==> src/common/servant_pkg.sv <==
package servant_pkg;

   // ~~~~~~~~~~~~~~~~~~~~~~~~~~~~~~~~~~~~~~~~~~~~~~~
   // Wishbone classic bus
   // ~~~~~~~~~~~~~~~~~~~~~~~~~~~~~~~~~~~~~~~~~~~~~~~

   // Request from a master, held stable while cyc is high
   typedef struct packed {
      logic [31:0] adr;
      logic [31:0] dat;
      logic [3:0]  sel;
      logic        we;
      logic        cyc;
   } wb_req_t;

   typedef struct packed {
      logic [31:0] rdt;
      logic        ack;   // Single cycle pulse
   } wb_rsp_t;

   // ~~~~~~~~~~~~~~~~~~~~~~~~~~~~~~~~~~~~~~~~~~~~~~~
   // Address map
   // ~~~~~~~~~~~~~~~~~~~~~~~~~~~~~~~~~~~~~~~~~~~~~~~

   typedef struct packed {
      logic [1:0]  region;
      logic [27:0] offset;     // Word offset inside the region
      logic [1:0]  byte_ofs;
   } bus_addr_dec_t;

   // The mux looks at the region, the slaves at the word offset
   typedef union packed {
      logic [31:0]   raw;
      bus_addr_dec_t dec;
   } bus_addr_u;

   localparam logic [1:0] REGION_RAM   = 2'd0;
   localparam logic [1:0] REGION_GPIO  = 2'd1;
   localparam logic [1:0] REGION_TIMER = 2'd2;
   // Region 3 has no slave behind it

   // RAM depth in 32 bit words
   localparam int MEM_WORDS = 2048;

   // Timer registers, as word offsets inside the timer region
   localparam logic [27:0] TIMER_CNT_OFS = 28'd0;
   localparam logic [27:0] TIMER_CMP_OFS = 28'd1;

endpackage

==> src/design/servant_mux.sv <==
`timescale 1ns/1ps

module servant_mux import servant_pkg::*; (
   input  logic        i_wb_clk,
   input  logic        i_rst_n,
   input  wb_req_t     i_cpu,
   output wb_rsp_t     o_cpu,
   output wb_req_t     o_mem,
   input  wb_rsp_t     i_mem,
   output wb_req_t     o_per,
   output logic        o_per_sel_timer,
   input  logic [31:0] i_per_rdt
);

   bus_addr_u addr;
   logic      hit_mem;
   logic      hit_per;
   logic      ack_q;   // Local ack for everything outside RAM

   // ~~~~~~~~~~~~~~~~~~~~~~~~~~~~~~~~~~~~~~~~~~~~~~~
   // Region decode
   // ~~~~~~~~~~~~~~~~~~~~~~~~~~~~~~~~~~~~~~~~~~~~~~~

   assign addr.raw = i_cpu.adr;

   assign hit_mem = (addr.dec.region == REGION_RAM);
   assign hit_per = (addr.dec.region == REGION_GPIO) |
                    (addr.dec.region == REGION_TIMER);

   assign o_per_sel_timer = (addr.dec.region == REGION_TIMER);

   // Each target sees the request, but only the decoded one sees cyc
   always_comb begin
      o_mem     = i_cpu;
      o_mem.cyc = i_cpu.cyc & hit_mem;
   end

   always_comb begin
      o_per     = i_cpu;
      o_per.cyc = i_cpu.cyc & hit_per;
   end

   // ~~~~~~~~~~~~~~~~~~~~~~~~~~~~~~~~~~~~~~~~~~~~~~~
   // Response
   // ~~~~~~~~~~~~~~~~~~~~~~~~~~~~~~~~~~~~~~~~~~~~~~~

   // Peripherals and the unmapped region answer one cycle after cyc
   always_ff @(posedge i_wb_clk or negedge i_rst_n) begin
      if (!i_rst_n) begin
         ack_q <= 1'b0;
      end else begin
         ack_q <= i_cpu.cyc & ~hit_mem & ~ack_q;
      end
   end

   always_comb begin
      if (hit_mem) begin
         o_cpu = i_mem;   // RAM timing comes from the arbiter and RAM
      end else begin
         o_cpu.ack = ack_q;
         o_cpu.rdt = hit_per ? i_per_rdt : '0;
      end
   end

endmodule

==> config.mk <==
export PLATFORM = sky130hd
export DESIGN_NAME = servant_mux
export DESIGN_NICKNAME = d
export VERILOG_FILES = /design/src/common/servant_pkg.sv /design/src/design/servant_mux.sv
export SDC_FILE = /design/constraint.sdc
export NUM_CORES = 1
export LEC_CHECK = 0
export BUFFER_PORTS_ARGS = -buffer_cell sky130_fd_sc_hd__buf_2
export CORE_AREA = 3 3 119 121
export DETAILED_ROUTE_END_ITERATION = 16
export DIE_AREA = 0 0 122 124
export GPL_TIMING_DRIVEN = 0
export SLEW_MARGIN = 20
export SYNTH_ARGS = -nofsm -noshare
export SYNTH_HDL_FRONTEND = slang
export SYNTH_SLANG_ARGS = --single-unit
==> constraint.sdc <==
create_clock -name i_wb_clk -period 4.3 [get_ports i_wb_clk]
set_clock_uncertainty 0.05 [all_clocks]
set_input_delay 1.29 -clock i_wb_clk [delete_from_list [all_inputs] [get_ports i_wb_clk]]
set_output_delay 1.29 -clock i_wb_clk [all_outputs]
set_load 0.02 [all_outputs]
==> out/metrics.yaml <==
final_cell_mix: "buf_2, buf_4, nand2_1, o21ai_0, o21ai_1"
via_count: 2222
post-route-period-util: 0.9106
p_sw_uw: 224.1
clkPwrFrac: 0
dr.pass1.iters: 4
cp_cell_sequence: "buf_2 -> inv_1 -> ha_1 -> clkbuf_1 -> o21ai_0 -> buf_2"
place_hpwl_mm: 6.686
postCtsHoldBufs: 0
rsz0062_at_grt: "false"
ys_seq_area_frac: 0.01552
core_um2: 13190
final_nets: 638
power_frac_comb: 0.975
final_layout_size_suffix_gt1_frac: 0.7867
r2r_cells: 1
avgSynthCellArea_um2: 6.350
fp-row-count: 42
grt_max_degree: 11
synth_top_area_share: 0.6610
portBuffers: 243
largest_register: "ack_q"
insertion_delay_ns: 0
fin_util: 0.2312
io_pins: 311
yosys_warnings: 0
maxCapViolCount: 0
netlist_instances: 254
die_y_um: 124
worst_ep_arrival_time_ns: 2.58
grt_overflow: 0
startpoint_type: "input pin"
diodes: 0
drt-initial-drc-count: 30
slew_headroom: 0.6502
ys_types: 13
timing.rr.end: "ack_q"
cp_slowest_cell: "clkbuf_1"
critPathMaxStageDelay_ns: 0.44
multi_input_area_um2: 456.7
clk_pin_slew_ns: 0
n_fill_cell: 1498
setup_ws_ns: 0.3845
routabilityCongestion: 0.7128
min_from: "ack_q"
hold_viol: 0
rrSetupSlack_ns: 3.64
viasPerCell: 3.302
power_frac_seq: 0.025
end_kind: "output port"
setup.worst_path.class: "input pin to output port"
start_util: 0.1223
reg_top3: "ack_q (1)"
peakVddDrop_mv: 0.06479
r2r_start: "ack_q"
wl_per_cell_um: 10.90
synth_top_cell_by_area: "buf_4"
grt_first_pass_wirelength_mm: 9.128
drv_slew: 0
dieArea_um2: 15130
power_density_nw_per_um2: 138.8
fin_setup_tns_ns: 0
worst_pin_slew_ns: 0.5247
post_cts_buffers: 0
path_max_fanout: 10
ant_nets: 0
status: "finished, final reports clean"
syn_area_um2: 1613
fmax_ghz: 0.2554
syn2layout_area_growth_pct: 89.06
synth_seq_cells: 1
drt_wl_total_mm: 7.339
crit_path_frequent_cell: "buf_2"
holdPathEnd: "ack_q"
worst_hold_path.num_cells: 1
drc: 0
p_leak_uw: 0.001907
internal_power_uw: 199.0
hold_class: "flop to flop"
setup_viol: 0
required_ns: 2.96
cts_resized: 0
layout_commonest_cell: "buf_2"
grt_pass1_vias: 1895
period_minus_slack_ns: 3.916
seqCellArea_um2: 25.02
ys_top_cells_by_area: "buf_4, nand2_1, o21ai_0"
antenna_found_initial: 0
largest_reg_flops: 1
pre_cts_ws_ns: 0.3067
switching_share: 0.5297
synth_nets: 393
grt_usage: 0.07533
die_x_um: 122
critical path, delay by kind of cell:
family | cells | cell delay [ns]
buffers and inverters | 4 | 0.83
adders and majority gates | 1 | 0.24
AOI/OAI and AO/OA | 1 | 0.21
power by group through the flow:
stage | logic, uW | clock network (uW) | registers [uW]
final | 412 | 0 | 10.6
after global routing | 444 | 0 | 10.7
after CTS | 419 | 0 | 10.6
after detailed placement | 418 | 0 | 10.6
after global placement | 417 | 0 | 10.6
after floorplan | 279 | 0 | 10.5
cell families (layout without fill, tap and decap cells):
kind of cell             count (synthesis)  count (layout)  synth area share
buffers and inverters                  151             394            0.7013
multiplexers                             1               1          0.006982
AO/OA/AOI/OAI                           32              32           0.09930
AND/OR/NAND/NOR                         67              67            0.1614
flip-flops                               1               1           0.01551
adder cells (fa/ha/maj)                  2               2           0.01551
layout make-up:
class,instances,area share
inverters,2,0.002462
repair buffers,243,0.3989
well taps,176,0.07222
plain buffers,149,0.3685
flip-flops and latches,1,0.008207
multi-input cells,102,0.1498
how the worst max path moves through the flow:
stage	depth (start not counted)	to	slack [ns]	start
after CTS	6	o_cpu[13]	0.30	i_cpu[68]
after floorplan	6	o_cpu[10]	0.59	i_cpu[68]
after detailed placement	6	o_cpu[13]	0.31	i_cpu[68]
final	6	o_cpu[13]	0.38	i_cpu[68]
after global placement	6	o_cpu[13]	0.28	i_cpu[68]
after global routing	6	o_cpu[13]	0.23	i_cpu[68]
routing by layer:
metal	global-route usage	vias up	part of all wire
li1	-	1135	-
met1	0.08661	928	0.35
met2	0.1585	159	0.55
met3	0.005904	0	0.11
met4	0	0	0
met5	0	-	0
synthesized netlist by cell type:
cell type / number
buf_4: 142
and2_1: 2
clkbuf_1: 2
inv_1: 2
o21ai_0: 23
o21ai_1: 9
buf_2: 1
nor3b_1: 1
mux2_2: 1
ha_1: 2
dfrtp_1: 1
buf_6: 4
nand2_1: 64
stage by stage:
stage,total power (uW),cell area [um^2],hold slack (ns),cells
4_1_cts,429.4,3049,0.3728,673
3_3_place_gp,427.4,3049,0.3661,673
5_1_grt,454.8,3049,0.3909,673
2_1_floorplan,289.6,1613,0.3532,254
3_5_place_dp,428.4,3049,0.3728,673
6_report,423.1,3049,0.3708,673
Note: power is estimated with default switching activity, not from simulation.
