--- src/common/servant_pkg.sv ---
package servant_pkg;

   // ~~~~~~~~~~~~~~~~~~~~~~~~~~~~~~~~~~~~~~~~~~~~~~~
   // Wishbone classic bus
   // ~~~~~~~~~~~~~~~~~~~~~~~~~~~~~~~~~~~~~~~~~~~~~~~

   // Request from a master, held stable while cyc is high
   typedef struct packed {
      logic [31:0] adr;
      logic [31:0] dat;
      logic [3:0]  sel;
      logic        we;
      logic        cyc;
   } wb_req_t;

   typedef struct packed {
      logic [31:0] rdt;
      logic        ack;   // Single cycle pulse
   } wb_rsp_t;

   // ~~~~~~~~~~~~~~~~~~~~~~~~~~~~~~~~~~~~~~~~~~~~~~~
   // Address map
   // ~~~~~~~~~~~~~~~~~~~~~~~~~~~~~~~~~~~~~~~~~~~~~~~

   typedef struct packed {
      logic [1:0]  region;
      logic [27:0] offset;     // Word offset inside the region
      logic [1:0]  byte_ofs;
   } bus_addr_dec_t;

   // The mux looks at the region, the slaves at the word offset
   typedef union packed {
      logic [31:0]   raw;
      bus_addr_dec_t dec;
   } bus_addr_u;

   localparam logic [1:0] REGION_RAM   = 2'd0;
   localparam logic [1:0] REGION_GPIO  = 2'd1;
   localparam logic [1:0] REGION_TIMER = 2'd2;
   // Region 3 has no slave behind it

   // RAM depth in 32 bit words
   localparam int MEM_WORDS = 2048;

   // Timer registers, as word offsets inside the timer region
   localparam logic [27:0] TIMER_CNT_OFS = 28'd0;
   localparam logic [27:0] TIMER_CMP_OFS = 28'd1;

endpackage

--- src/design/servant_periph.sv ---
`timescale 1ns/1ps

module servant_periph import servant_pkg::*; (
   input  logic        i_wb_clk,
   input  logic        i_rst_n,
   input  wb_req_t     i_req,
   input  logic        i_sel_timer,
   output logic [31:0] o_rdt,
   output logic [7:0]  o_gpio,
   output logic        o_timer_irq
);

   bus_addr_u   addr;
   logic        wr_gpio;
   logic        wr_cmp;
   logic [7:0]  gpio_q;
   logic [31:0] cnt_q;
   logic [31:0] cmp_q;
   logic        irq_q;

   assign addr.raw = i_req.adr;

   // The write lands at the edge before the ack, so the acked cycle sees it
   assign wr_gpio = i_req.cyc & i_req.we & ~i_sel_timer & i_req.sel[0];
   assign wr_cmp  = i_req.cyc & i_req.we & i_sel_timer &
                    (addr.dec.offset == TIMER_CMP_OFS);

   // ~~~~~~~~~~~~~~~~~~~~~~~~~~~~~~~~~~~~~~~~~~~~~~~
   // GPIO
   // ~~~~~~~~~~~~~~~~~~~~~~~~~~~~~~~~~~~~~~~~~~~~~~~

   always_ff @(posedge i_wb_clk or negedge i_rst_n) begin
      if (!i_rst_n) begin
         gpio_q <= '0;
      end else if (wr_gpio) begin
         gpio_q <= i_req.dat[7:0];
      end
   end

   // ~~~~~~~~~~~~~~~~~~~~~~~~~~~~~~~~~~~~~~~~~~~~~~~
   // Machine timer
   // ~~~~~~~~~~~~~~~~~~~~~~~~~~~~~~~~~~~~~~~~~~~~~~~

   always_ff @(posedge i_wb_clk or negedge i_rst_n) begin
      if (!i_rst_n) begin
         cnt_q <= '0;
         cmp_q <= '1;   // Far away, so no interrupt until software sets it
         irq_q <= 1'b0;
      end else begin
         cnt_q <= cnt_q + 32'd1;
         irq_q <= (cnt_q >= cmp_q);
         for (int i = 0; i < 4; i++) begin
            if (wr_cmp && i_req.sel[i]) begin
               cmp_q[8*i +: 8] <= i_req.dat[8*i +: 8];
            end
         end
      end
   end

   always_comb begin
      o_rdt = '0;
      if (!i_sel_timer) begin
         o_rdt = {24'd0, gpio_q};
      end else begin
         case (addr.dec.offset)
            TIMER_CNT_OFS: o_rdt = cnt_q;
            TIMER_CMP_OFS: o_rdt = cmp_q;
            default:       o_rdt = '0;
         endcase
      end
   end

   assign o_gpio      = gpio_q;
   assign o_timer_irq = irq_q;

endmodule

--- config.mk ---
export PLATFORM = sky130hd
export DESIGN_NAME = servant_periph
export DESIGN_NICKNAME = d
export VERILOG_FILES = /design/src/common/servant_pkg.sv /design/src/design/servant_periph.sv
export SDC_FILE = /design/constraint.sdc
export NUM_CORES = 1
export LEC_CHECK = 0
export ABC_AREA = 1
export BUFFER_PORTS_ARGS = -buffer_cell sky130_fd_sc_hd__buf_2
export CORE_ASPECT_RATIO = 0.75
export CORE_MARGIN = 10
export CORE_UTILIZATION = 56
export DETAILED_ROUTE_END_ITERATION = 16
export HOLD_SLACK_MARGIN = 0.06
export PLACE_DENSITY_LB_ADDON = 0.15
export RECOVER_POWER = 100
export SYNTH_ARGS = -nofsm -noshare
export SYNTH_HDL_FRONTEND = slang
export SYNTH_SLANG_ARGS = --single-unit
export TNS_END_PERCENT = 1
--- constraint.sdc ---
create_clock -name i_wb_clk -period 1.6 [get_ports i_wb_clk]
set_input_delay 0.24 -clock i_wb_clk [delete_from_list [all_inputs] [get_ports i_wb_clk]]
set_output_delay 0.24 -clock i_wb_clk [all_outputs]
set_load 0.005 [all_outputs]
==> summary.md <==
| Metric | Value |
|---|---|
| Fillcell total | 669 |
| Final Cell Area | 6760 µm² |
| Minimum clock period after layout | 1.78 ns |
| WP data arrival | 1.54 ns |
| Global-route wire length before repair | 25000 µm |
| CTS Buf Count | 9 |
| Routed vias | 5345 |
| Worst Setup End Kind | primary output |
| Hpwl dp | 12200 µm |
| Largest net degree at the start of global routing | 43 |
| Final #Nets | 930 |
| Vias in the first global route | 5075 |
| Worst-path clk slew | 0.06 ns |
| DRC | 0 |
| # port buffers | 109 |
| Area growth, synth to finish | 29.9% |
| Die Width | 131 µm |
| Skew final | 0.00841 ns |
| CP required | 1.36 ns |
| Routed WL per cell | 17.3 µm |
| Failing checks | negative setup slack |
| Yosys warns | 0 |
| CTS root buffer | clkbuf_16 |
| Final setup violation count | 35 |
| Inserted Diodes | 0 |
| Status | finished with violations |
| Post-Syn Area | 5200 µm² |
| # rows | 30 |
| Final WL | 16500 µm |
| TNS Setup | -4.51 ns |
| Register area share after synthesis | 0.359 |
| Worst setup endpoint | o_rdt[29] |
| Reg2Reg Depth | 10 |
| CTS tree | yes |
| Total die area | 13600 µm² |
| Largest area contributor in the netlist | dfrtp_1 |
| Min-Delay Path Class | input port to flip-flop |
| Maximum clock path buffer count | 2 |
| Overflow after GRT | 0 |
| Top cell type's share of synthesized area | 0.197 |
| Largest cells by area after synthesis | dfrtp_1 (20%), dfstp_2 (16%), nand2_1 (15%) |
| Final worst slack | -0.184 ns |
| Reg-to-Reg End | o_timer_irq$_DFF_PN0_ |
| Max Cap Viol | 0 |
| Ys async rst share | 1.00 |
| RSZ-0062 raised after global routing | yes |
| Share of cells above drive strength 1 | 0.350 |
| Worst R2R Setup Slack | -0.06 ns |
| First DRT Iteration DRCs | 449 |
| Total iterations of the first detailed-routing run | 7 |
| Least-Margin Pin Slew | 0.996 ns |
| Startpoint Class | input port |
| Synth Flop Type | dfrtp_1 |
| Post-synth net total | 777 |
| Via/cell ratio | 5.59 |
| Peak supply drop | 515 µV |
| Reg2reg start | cmp_q[14]$_DFFE_PN1P_ |
| Post-synthesis average cell area | 7.76 µm² |
| Post-synth EDFFs | 0 |
| Initial antenna violation count | 0 |
| Leakage | 3.14 nW |
| Die Height | 103 µm |
| Post-Synthesis Cells | 671 |
| Final hold violation count | 0 |
| Pwr per Cell Area | 637 nW/µm² |
| Crit-path max FO | 8 |
| Max transition margin | 0.336 |
| Antenna Nets Post-Route | 0 |
| Fin crit share | 1.11 |
| Sink Count | 73 |
| Crit path kind | input port to primary output |
| Clock latency on the worst-skew pair | 0.34 ns |
| Initial Utilization | 0.575 |
| H-tree levels | 3 |
| Slew Limit Fails | 0 |
| Core area | 9050 µm² |
| Crit path from | i_req[55] |
| Fmax | 561 MHz |
| Post-DP Area | 6150 µm² |
| Total track usage | 0.228 |
| #FFs+latches synth | 73 |
| Yosys cell types | 38 |
| Ports | 114 |
| Placer Congestion | 0.990 |
[metrics by stage]
stage | power [mW] | util | setup WS (ns) | hold slack (ns) | instances
CTS | 4.32 | 0.720 | -0.103 | 0.117 | 951
finish | 4.30 | 0.747 | -0.184 | 0.117 | 957
floorplan | 2.10 | - | 0.167 | -0.0556 | 671
global route | 4.47 | 0.747 | -0.224 | 0.126 | 957
global placement | 2.33 | 0.680 | -0.109 | 0.193 | 934
detailed placement | 2.35 | 0.680 | -0.155 | 0.192 | 934
[worst min path at each step]
stage | start | end | slack, ns | depth (start not counted)
floorplan | i_rst_n | cnt_q[0]$_DFF_PN0_ | -0.06 | 0
global placement | i_rst_n | cnt_q[1]$_DFF_PN0_ | 0.19 | 1
detailed placement | i_rst_n | cnt_q[3]$_DFF_PN0_ | 0.19 | 1
CTS | i_req[22] | cmp_q[16]$_DFFE_PN1P_ | 0.12 | 3
global route | i_req[15] | cmp_q[9]$_DFFE_PN1P_ | 0.13 | 3
finish | i_req[32] | cmp_q[26]$_DFFE_PN1P_ | 0.12 | 3
[report_power, final]
part	total (mW)	internal (mW)	switching, mW
logic	0.379	0.177	0.202
clock network	1.99	1.19	0.800
registers	1.94	1.90	0.0422
total	4.30	3.26	1.04
[synthesized netlist by cell type, types with 3 or more instances]
master    instances
nand3_4           5
nor2_4            3
nor3_1           16
nand4_1          38
dfrtp_1          41
nor2_2            6
nand3_2           5
buf_8             3
o21ai_1          24
mux2_2            8
nand3_1          45
buf_2             6
ha_1             33
xor2_1           19
clkbuf_1          3
buf_6             5
inv_1            70
nand2_2           3
nand3b_1         11
nand2_1         207
nor2_1           45
dfstp_2          32
a21oi_1          12
buf_4             3
xnor2_1           6
nor3_2            4
[state kept, by name (all words and copies together), names as in the netlist]
register	flops
cmp_q	32
cnt_q	32
o_gpio	8
o_timer_irq	1
[what timing repair did]
action / in CTS / in global routing
setup buffers: 0 / 2
gates resized for setup: 12 / 56
hold buffers: 1 / 0
pin swaps: 1 / 8
setup endpoints to repair: 34 / 46
cloned: 0 / 4
endpoints found under the hold margin: 11 / 0
[logic make-up (layout without fill, tap and decap cells)]
family / after synthesis / count (layout) / share of synthesized area
simple gates: 394 / 394 / 0.370
buf+inv: 96 / 254 / 0.0904
flops: 73 / 73 / 0.359
compound gates: 42 / 42 / 0.0423
fa+ha+maj: 33 / 33 / 0.0793
xor+xnor: 25 / 25 / 0.0421
mux: 8 / 8 / 0.0173
[area by class of cell]
| class | instances | area [µm²] | share of cell area |
|---|---|---|---|
| clock buffers | 11 | 264 | 0.0390 |
| repair buffers | 165 | 1090 | 0.161 |
| flip-flops and latches | 73 | 1880 | 0.278 |
| clock inverters | 5 | 37.5 | 0.00555 |
| well taps | 128 | 160 | 0.0237 |
| multi-input cells | 502 | 3050 | 0.452 |
| inverters | 73 | 282 | 0.0416 |
[metal layers]
metal | GRT usage | up-vias | wire length [µm]
li1 | - | 2500 | -
met1 | 0.305 | 2517 | 7030
met2 | 0.354 | 286 | 7410
met3 | 0.0719 | 42 | 1710
met4 | 0.0546 | 0 | 359
met5 | 0 | - | 0
[worst max-delay path: stages]
cell     delay, ns
buf_2         0.10
nor2_2        0.12
nand2_2       0.09
nor2_4        0.10
inv_2         0.06
nor3_4        0.17
buf_6         0.17
buf_6         0.15
nand3_1       0.07
o21ai_1       0.11
buf_2         0.15
[placed cells by master (no fill, tap or decap), types with 12 or more instances in the layout]
master and count:
ha_1 32, o21ai_1 16, nor2_1 43, clkbuf_16 13
nand2_1 205, nand4_1 38, dfrtp_1 33, a21oi_1 12
xor2_1 19, nand3_1 29, dfstp_2 32, buf_2 95
nand3_2 21, buf_4 39, inv_1 68
Note: power is estimated with default switching activity, not from simulation.
