**src/common/servant_pkg.sv**
```systemverilog
package servant_pkg;

   // ~~~~~~~~~~~~~~~~~~~~~~~~~~~~~~~~~~~~~~~~~~~~~~~
   // Wishbone classic bus
   // ~~~~~~~~~~~~~~~~~~~~~~~~~~~~~~~~~~~~~~~~~~~~~~~

   // Request from a master, held stable while cyc is high
   typedef struct packed {
      logic [31:0] adr;
      logic [31:0] dat;
      logic [3:0]  sel;
      logic        we;
      logic        cyc;
   } wb_req_t;

   typedef struct packed {
      logic [31:0] rdt;
      logic        ack;   // Single cycle pulse
   } wb_rsp_t;

   // ~~~~~~~~~~~~~~~~~~~~~~~~~~~~~~~~~~~~~~~~~~~~~~~
   // Address map
   // ~~~~~~~~~~~~~~~~~~~~~~~~~~~~~~~~~~~~~~~~~~~~~~~

   typedef struct packed {
      logic [1:0]  region;
      logic [27:0] offset;     // Word offset inside the region
      logic [1:0]  byte_ofs;
   } bus_addr_dec_t;

   // The mux looks at the region, the slaves at the word offset
   typedef union packed {
      logic [31:0]   raw;
      bus_addr_dec_t dec;
   } bus_addr_u;

   localparam logic [1:0] REGION_RAM   = 2'd0;
   localparam logic [1:0] REGION_GPIO  = 2'd1;
   localparam logic [1:0] REGION_TIMER = 2'd2;
   // Region 3 has no slave behind it

   // RAM depth in 32 bit words
   localparam int MEM_WORDS = 2048;

   // Timer registers, as word offsets inside the timer region
   localparam logic [27:0] TIMER_CNT_OFS = 28'd0;
   localparam logic [27:0] TIMER_CMP_OFS = 28'd1;

endpackage

```
**src/design/servant_arbiter.sv**
```systemverilog
`timescale 1ns/1ps

module servant_arbiter import servant_pkg::*; (
   input  logic    i_wb_clk,
   input  logic    i_rst_n,
   input  wb_req_t i_dbus,
   output wb_rsp_t o_dbus,
   input  wb_req_t i_ibus,
   output wb_rsp_t o_ibus,
   output wb_req_t o_ram,
   input  wb_rsp_t i_ram
);

   logic gnt_dbus_q;   // Owner of the RAM bus, set for the data bus
   logic gnt_held_q;   // Grant taken and waiting for the RAM ack

   // ~~~~~~~~~~~~~~~~~~~~~~~~~~~~~~~~~~~~~~~~~~~~~~~
   // Grant
   // ~~~~~~~~~~~~~~~~~~~~~~~~~~~~~~~~~~~~~~~~~~~~~~~

   // A new grant is only taken on an idle RAM bus, and the data bus wins a tie
   always_ff @(posedge i_wb_clk or negedge i_rst_n) begin
      if (!i_rst_n) begin
         gnt_dbus_q <= 1'b0;
         gnt_held_q <= 1'b0;
      end else if (!gnt_held_q) begin
         if (i_dbus.cyc) begin
            gnt_dbus_q <= 1'b1;
            gnt_held_q <= 1'b1;
         end else if (i_ibus.cyc) begin
            gnt_dbus_q <= 1'b0;
            gnt_held_q <= 1'b1;
         end
      end else if (i_ram.ack) begin
         gnt_held_q <= 1'b0;   // The master drops cyc in the next cycle
      end
   end

   // ~~~~~~~~~~~~~~~~~~~~~~~~~~~~~~~~~~~~~~~~~~~~~~~
   // Request and response steering
   // ~~~~~~~~~~~~~~~~~~~~~~~~~~~~~~~~~~~~~~~~~~~~~~~

   always_comb begin
      if (gnt_dbus_q) begin
         o_ram = i_dbus;
      end else begin
         o_ram     = i_ibus;
         o_ram.dat = '0;
         o_ram.sel = 4'hf;
         o_ram.we  = 1'b0;   // Instruction fetches only read
      end
      o_ram.cyc = gnt_held_q & (gnt_dbus_q ? i_dbus.cyc : i_ibus.cyc);
   end

   assign o_dbus.rdt = i_ram.rdt;
   assign o_dbus.ack = i_ram.ack & gnt_dbus_q;
   assign o_ibus.rdt = i_ram.rdt;
   assign o_ibus.ack = i_ram.ack & ~gnt_dbus_q;

endmodule

```
**config.mk**
```make
export PLATFORM = sky130hd
export DESIGN_NAME = servant_arbiter
export DESIGN_NICKNAME = d
export VERILOG_FILES = /design/src/common/servant_pkg.sv /design/src/design/servant_arbiter.sv
export SDC_FILE = /design/constraint.sdc
export NUM_CORES = 1
export LEC_CHECK = 0
export BUFFER_PORTS_ARGS = -buffer_cell sky130_fd_sc_hd__buf_4
export CAP_MARGIN = 10
export CORE_AREA = 4 4 120 122
export CTS_CLUSTER_SIZE = 12
export DETAILED_ROUTE_END_ITERATION = 10
export DIE_AREA = 0 0 124 126
export PLACE_DENSITY_LB_ADDON = 0.05
export SETUP_SLACK_MARGIN = 0.4
export SLEW_MARGIN = 5
export SYNTH_ARGS = -nofsm -noshare
export SYNTH_HDL_FRONTEND = slang
export SYNTH_SLANG_ARGS = --single-unit
export TNS_END_PERCENT = 20
```
**constraint.sdc**
```tcl
create_clock -name i_wb_clk -period 1.9 [get_ports i_wb_clk]
set_input_delay 0.38 -clock i_wb_clk [delete_from_list [all_inputs] [get_ports i_wb_clk]]
set_output_delay 0.38 -clock i_wb_clk [all_outputs]
set_load 0.02 [all_outputs]
```
==> results of run 1 <==
[metrics by stage]
step	total power (W)	hold slack, ns
6_report	0.00196	0.350
5_1_grt	0.00207	0.376
4_1_cts	0.00186	0.351
3_5_place_dp	0.00140	0.167
3_3_place_gp	0.00142	0.168
2_1_floorplan	0.000996	0.0844
[flip-flops by register name (all words and copies together) (netlist names)]
register    flops
gnt_dbus_q      1
gnt_held_q      1
[report_power, final]
part / total (W) / switching (W) / internal [W]
sequential: 0.0000586 / 0.00000786 / 0.0000508
combinational: 0.00157 / 0.000661 / 0.000913
clock: 0.000325 / 0.0000492 / 0.000276
[synth_stat cells]
library cell,instances,share of area [%]
sky130_fd_sc_hd__buf_6,4,3.3
sky130_fd_sc_hd__a22o_1,1,0.65
sky130_fd_sc_hd__buf_2,3,1.1
sky130_fd_sc_hd__and2_1,34,16
sky130_fd_sc_hd__buf_4,65,36
sky130_fd_sc_hd__mux2_2,3,2.5
sky130_fd_sc_hd__a21oi_1,1,0.37
sky130_fd_sc_hd__nor3_1,1,0.37
sky130_fd_sc_hd__dfrtp_1,2,3.7
sky130_fd_sc_hd__nand2b_1,5,2.3
sky130_fd_sc_hd__inv_1,1,0.28
sky130_fd_sc_hd__nor2_1,1,0.28
sky130_fd_sc_hd__mux2_4,29,32
sky130_fd_sc_hd__mux2i_1,1,0.74
sky130_fd_sc_hd__nor2b_1,1,0.46
[worst register-to-register path: cells and delay by family, from the launching register on]
family                 cells  cell delay, ns
DFF                        1            0.41
AOI/OAI and AO/OA          1            0.20
buffers and inverters      2            0.31
[cells by family (layout without fill, tap and decap cells)]
group	Yosys count	after routing	synth area share [%]
buffers and inverters	73	197	40.8
multiplexers	33	33	35.4
flip-flops	2	2	3.70
AO/OA/AOI/OAI	2	2	1.02
AND/OR/NAND/NOR	42	42	19.1
[metal layers]
layer / routed length [microns] / GRT usage (%) / up-vias
li1: - / - / 669
met1: 1920 / 5.77 / 605
met2: 3190 / 13.1 / 131
met3: 1130 / 3.00 / 27
met4: 102 / 1.74 / 0
met5: 0 / 0 / -
[final timing paths]
kind                       startpoint         end  slack (ns)  cells after the start
setup / recovery           gnt_dbus_q   o_ram[57]        0.14                      4
hold / removal               i_ram[0]  gnt_held_q        0.35                      2
max in group asynchronous     i_rst_n  gnt_dbus_q        1.33                      2
hold reg to reg            gnt_held_q  gnt_held_q        0.51                      1
min in group asynchronous     i_rst_n  gnt_dbus_q        0.48                      2
setup reg to reg           gnt_dbus_q  gnt_dbus_q        0.86                      3
[repair_timing]
action                                  in CTS  in global routing
cloned                                       1                  3
hold buffers                                 1                  0
endpoints found under the setup margin      72                 72
hold endpoints to repair                     2                  0
buffers inserted                             6                  0
gates resized for setup                     10                 24
[cell type report]
cell class	count	area share [%]
inverters	1	0.134
multi-input cells	77	27.1
flip-flops and latches	2	1.83
well taps	176	7.85
clock buffers	4	2.81
repair buffers	192	60.3
==> parameters.txt, run 1 <==
Parameter                              Value

Status
  Run status ... complete, no violations

GRT
  Global route overflow ... 0
  Global-route wire length before repair ... 8090 microns
  Pin count of the biggest net entering global routing ... 16
  Antenna violations before repair ... 0
  Number of global-route vias before repair ... about 1500
  GRT Total Usage ... under 10%

Floorplanning
  Row Count ... between 40 and 50
  Core Box Area ... 13200 sq um
  Die span in x ... 124 microns
  Die Ht ... between 100 and 150 microns
  Effective utilization at floorplan ... about a tenth
  Total die area ... between 15000 and 20000 sq um
  Number of top-level design ports ... ~310

Synth
  Net count after synthesis ... about 330
  Sequential-to-total area share from yosys stat ... under 10%
  Cell count after synthesis ... between 150 and 200
  Distinct cells, synth ... 15
  Flops & latches, synth ... 2
  Yosys Warn Count ... 0
  Synth Cell Area ... roughly 1400 sq um
  Synth Area per Inst ... 8.91 sq um

Route
  WL per Instance ... 14.0 microns
  Number of remaining DRC errors ... 0
  Post-DRT Antenna Nets ... 0
  Detailed Routing Iterations Pass 1 ... 2
  Total via count after detailed routing ... roughly 1400
  Total length of routed wires ... 6350 microns
  DRT iter0 DRCs ... 9
  Via-per-instance ratio ... about 3.2

Clock tree
  Sinks on Clock Net ... 2
  Insertion delay of the later-clocked pin in the worst-skew pair ... 0.22 ns
  Max clock buf depth ... 2
  Root Buffer ... sky130_fd_sc_hd__clkbuf_16
  Clock buffers created by TritonCTS ... 3
  Clock transition at the registers of the reported paths ... around 0.030 ns
  H-tree levels ... 1
  Clock tree from TritonCTS ... done

Finish
  Flip-flop and latch area ... 51.3 sq um
  Proportion of layout cells with a drive suffix above 1 ... between 80% and 90%
  Antenna fix cells ... 0
  Post-Route Utilization ... approximately a fifth
  Commonest non-fill, non-tap cell in the layout ... sky130_fd_sc_hd__buf_4
  Most used cells in the layout excluding fill and tap cells ... sky130_fd_sc_hd__buf_4, sky130_fd_sc_hd__and2_1, sky130_fd_sc_hd__buf_6, sky130_fd_sc_hd__mux2_4, sky130_fd_sc_hd__clkbuf_16
  Fill cells ... ~1500
  Footprint of the multi-input gates ... roughly 760 sq um
  Relative area change from synthesis to final layout ... 107%
  Count of placed standard cells in the final layout, fillers left out ... between 400 and 500
  Net count, final ... about 450
  Design area ... 2810 sq um

Placed design
  Number of buffer cells added on primary ports ... 177
  Pre-CTS setup slack ... roughly 0.29 ns
  Number of cells in the design after placement ... 437
  Post-place instance area ... 2420 sq um
  RePlAce Congestion ... 0.712
  Placed wire-length estimate ... ~5300 microns

Setup path
  Worst-path fanout max ... 7
  CP Launch Type ... flip-flop
  CP Capture Type ... output port
  Worst endpoint data arrival time ... 1.38 ns
  Cell family contributing the most delay on the critical path ... buffers and inverters
  CP max-delay cell ... sky130_fd_sc_hd__dfrtp_2
  Highest cell delay on the worst timing path ... just over 0.4 ns
  Setup CP Type ... flip-flop to output port
  CP required ... 1.52 ns
  Ordered list of cells on the worst path ... buf_12 -> clkbuf_16 -> mux2_4 -> buf_6
  CP bufs+invs ... 3

STA
  Count of final setup violators ... 0
  Final Worst Setup Slack ... roughly 0.14 ns
  Setup TNS ... 0 ns
  Period utilisation layout ... about 90%
  Unrepaired setup endpoints after global routing ... true
  Highest clock frequency the design can meet ... ~570 MHz
  Hold violation total from the final report ... 0
  Crit path time final ... around 1.8 ns
  Slew at the pin closest to its max-slew limit ... around 0.16 ns
  Setup skew after layout ... 0.00389 ns
  Final number of max-transition violations ... 0
  Slew Limit Headroom ... 89.1%

Worst hold path
  Path type of the worst min-delay path ... input pin to flip-flop

Power
  Peak supply drop ... approximately 0.36 mV
  Leak ... about 1.5 nW
  PwrDens ... between 600 and 700 nW/um^2

Flow run
  Max-capacitance violation count ... 0
No activity file was read; power rests on OpenSTA's default activity.
==> run 2, diff against run 1 <==
- GPL_TIMING_DRIVEN: not set -> 0
- HOLD_SLACK_MARGIN: not set -> 0.03
- SETUP_SLACK_MARGIN: 0.4 -> 0.05
==> parameters.txt, run 2 (synthesis gave the netlist of run 1 again) <==
Parameter                              Value

Clock tree
  H-tree levels ... 1 (unchanged)
  Clock tree from TritonCTS ... done (unchanged)
  Insertion delay of the later-clocked pin in the worst-skew pair ... 0.22 ns (about the same)
  Max clock buf depth ... 2 (unchanged)
  Sinks on Clock Net ... 2 (unchanged)
  Clock buffers created by TritonCTS ... 3 (unchanged)
  Clock transition at the registers of the reported paths ... 0.03 ns (about the same)
  Setup Buffers After CTS ... 0 (was 6)
  Root Buffer ... sky130_fd_sc_hd__clkbuf_16 (unchanged)

Finish
  Relative area change from synthesis to final layout ... 156% (was 107%)
  Antenna fix cells ... 0 (unchanged)
  Net count, final ... 574 (was 452)
  Commonest non-fill, non-tap cell in the layout ... sky130_fd_sc_hd__buf_4 (unchanged)
  Largest registers ... gnt_dbus_q x1, gnt_held_q x1 (unchanged)
  Most used cells in the layout excluding fill and tap cells ... sky130_fd_sc_hd__buf_4, sky130_fd_sc_hd__and2_1, sky130_fd_sc_hd__mux2_4, sky130_fd_sc_hd__nand2b_1, sky130_fd_sc_hd__buf_6 (was sky130_fd_sc_hd__buf_4, sky130_fd_sc_hd__and2_1, sky130_fd_sc_hd__buf_6, sky130_fd_sc_hd__mux2_4, sky130_fd_sc_hd__clkbuf_16)
  Fill cells ... 1449 (was 1474)
  Proportion of layout cells with a drive suffix above 1 ... 87.7% (was 82.2%)
  Design area ... 3470 sq um (was 2810 sq um)
  Post-Route Utilization ... 26.3% (was 21.3%)

Setup path
  Worst-path fanout max ... 10 (was 7)
  Worst endpoint data arrival time ... 1.37 ns (was 1.38 ns)
  CP Capture Type ... output port (unchanged)
  Setup CP Type ... flip-flop to output port (unchanged)
  CP required ... 1.52 ns (about the same)
  Reg2Reg Depth ... 3 (unchanged)
  CP Launch Type ... flip-flop (unchanged)

Placed design
  Placed wire-length estimate ... 6770 microns (was 5320 microns)
  Number of buffer cells added on primary ports ... 241 (was 177)
  Post-place instance area ... 3380 sq um (was 2420 sq um)
  RePlAce Congestion ... 0.705 (was 0.712)

Floorplanning
  Die Ht ... 126 microns (unchanged)
  Row Count ... 42 (unchanged)
  Die span in x ... 124 microns (unchanged)
  Number of top-level design ports ... 311 (unchanged)
  Effective utilization at floorplan ... 10.3% (unchanged)
  Total die area ... 15600 sq um (unchanged)
  Core Box Area ... 13200 sq um (unchanged)

Route
  Total via count after detailed routing ... 1847 (was 1432)
  Via-per-instance ratio ... 3.22 (was 3.17)
  Number of remaining DRC errors ... 0 (unchanged)
  DRT iter0 DRCs ... 25 (was 9)
  Total length of routed wires ... 7300 microns (was 6350 microns)
  Detailed Routing Iterations Pass 1 ... 4 (was 2)
  Post-DRT Antenna Nets ... 0 (unchanged)
  WL per Instance ... 12.7 microns (was 14.0 microns)

Power
  PwrDens ... 568 nW/um^2 (was 698 nW/um^2)
  Leak ... 1.96 nW (was 1.48 nW)
  Peak supply drop ... 0.179 mV (was 0.357 mV)

STA
  Setup skew after layout ... 0.000601 ns (was 0.00389 ns)
  Count of final setup violators ... 0 (unchanged)
  Final number of max-transition violations ... 0 (unchanged)
  Unrepaired setup endpoints after global routing ... false (was true)
  Hold violation total from the final report ... 0 (unchanged)
  Period utilisation layout ... 92.3% (was 92.7%)
  Setup TNS ... 0 ns (unchanged)
  Highest clock frequency the design can meet ... 570 MHz (was 568 MHz)
  Slew Limit Headroom ... 90.0% (was 89.1%)
  Crit path time final ... 1.75 ns (was 1.76 ns)
  Slew at the pin closest to its max-slew limit ... 0.149 ns (was 0.163 ns)

GRT
  Antenna violations before repair ... 0 (unchanged)
  GRT Total Usage ... 7.70% (was 6.58%)
  Pin count of the biggest net entering global routing ... 11 (was 16)
  Number of global-route vias before repair ... 1928 (was 1524)
  Global-route wire length before repair ... 9580 microns (was 8090 microns)
  Global route overflow ... 0 (unchanged)

Status
  Run status ... complete, no violations (unchanged)

Worst hold path
  Instance count along the most critical hold path ... 2 (unchanged)
  Path type of the worst min-delay path ... input pin to flip-flop (unchanged)

Flow run
  Max-capacitance violation count ... 0 (unchanged)
-- run 2: cell types whose count changed in the layout (fill, tap and decap cells not counted), sizes merged --
cell	change
buf	+126
clkbuf	-4
bufbuf	-1
-- run 2: repair_timing --
action / CTS / global route
endpoints found under the hold margin: 2 / 0
setup endpoints to repair: 0 / 0
hold buffers: 1 / 0
resized for setup: 0 / 0
-- run 2: worst max-delay path: stages, from the launching register on --
cell	delay, ns
sky130_fd_sc_hd__dfrtp_1	0.32
sky130_fd_sc_hd__buf_6	0.16
sky130_fd_sc_hd__buf_6	0.19
sky130_fd_sc_hd__mux2_4	0.31
sky130_fd_sc_hd__buf_4	0.16
-- run 2: metal layers --
metal / GRT usage [%] / vias up / wire length, microns
met1: 6.75 / 761 / 2040
met5: 0 / - / 0
met3: 3.00 / 4 / 1260
met2: 15.9 / 170 / 3910
li1: - / 912 / -
met4: 1.61 / 0 / 87
-- run 2: final timing paths --
path / start / endpoint / slack, ns
max: gnt_dbus_q / o_ram[53] / 0.15
min: i_ram[0] / gnt_held_q / 0.35
max reg2reg: gnt_dbus_q / gnt_dbus_q / 0.90
min reg2reg: gnt_held_q / gnt_held_q / 0.50
max in group asynchronous: i_rst_n / gnt_held_q / 1.31
min in group asynchronous: i_rst_n / gnt_dbus_q / 0.50
-- run 2: area by class of cell --
cell class / count / area, sq um / share of cell area [%]
Timing Repair Buffer: 242 / 1820 / 52.5
Multi-Input combinational cell: 77 / 752 / 21.7
Buffer: 72 / 548 / 15.8
Tap cell: 176 / 220 / 6.35
Clock buffer: 3 / 75.1 / 2.16
Sequential cell: 2 / 50.0 / 1.44
Inverter: 1 / 3.75 / 0.108
-- run 2: through the flow --
step	hold slack [ns]	cells	setup slack, ns	power (W)
after floorplan	0.0844	152	0.485	0.000996
after global placement	0.163	569	0.356	0.00170
after detailed placement	0.164	569	0.349	0.00169
after CTS	0.354	573	0.117	0.00201
after global routing	0.363	573	0.0917	0.00209
final	0.351	573	0.146	0.00197
-- run 2: report_power, final --
group | internal, W | switching, W | total, W
Sequential | 0.0000498 | 0.00000418 | 0.0000540
Clock | 0.000267 | 0.0000449 | 0.000312
Combinational | 0.000865 | 0.000740 | 0.00161
Total | 0.00118 | 0.000789 | 0.00197
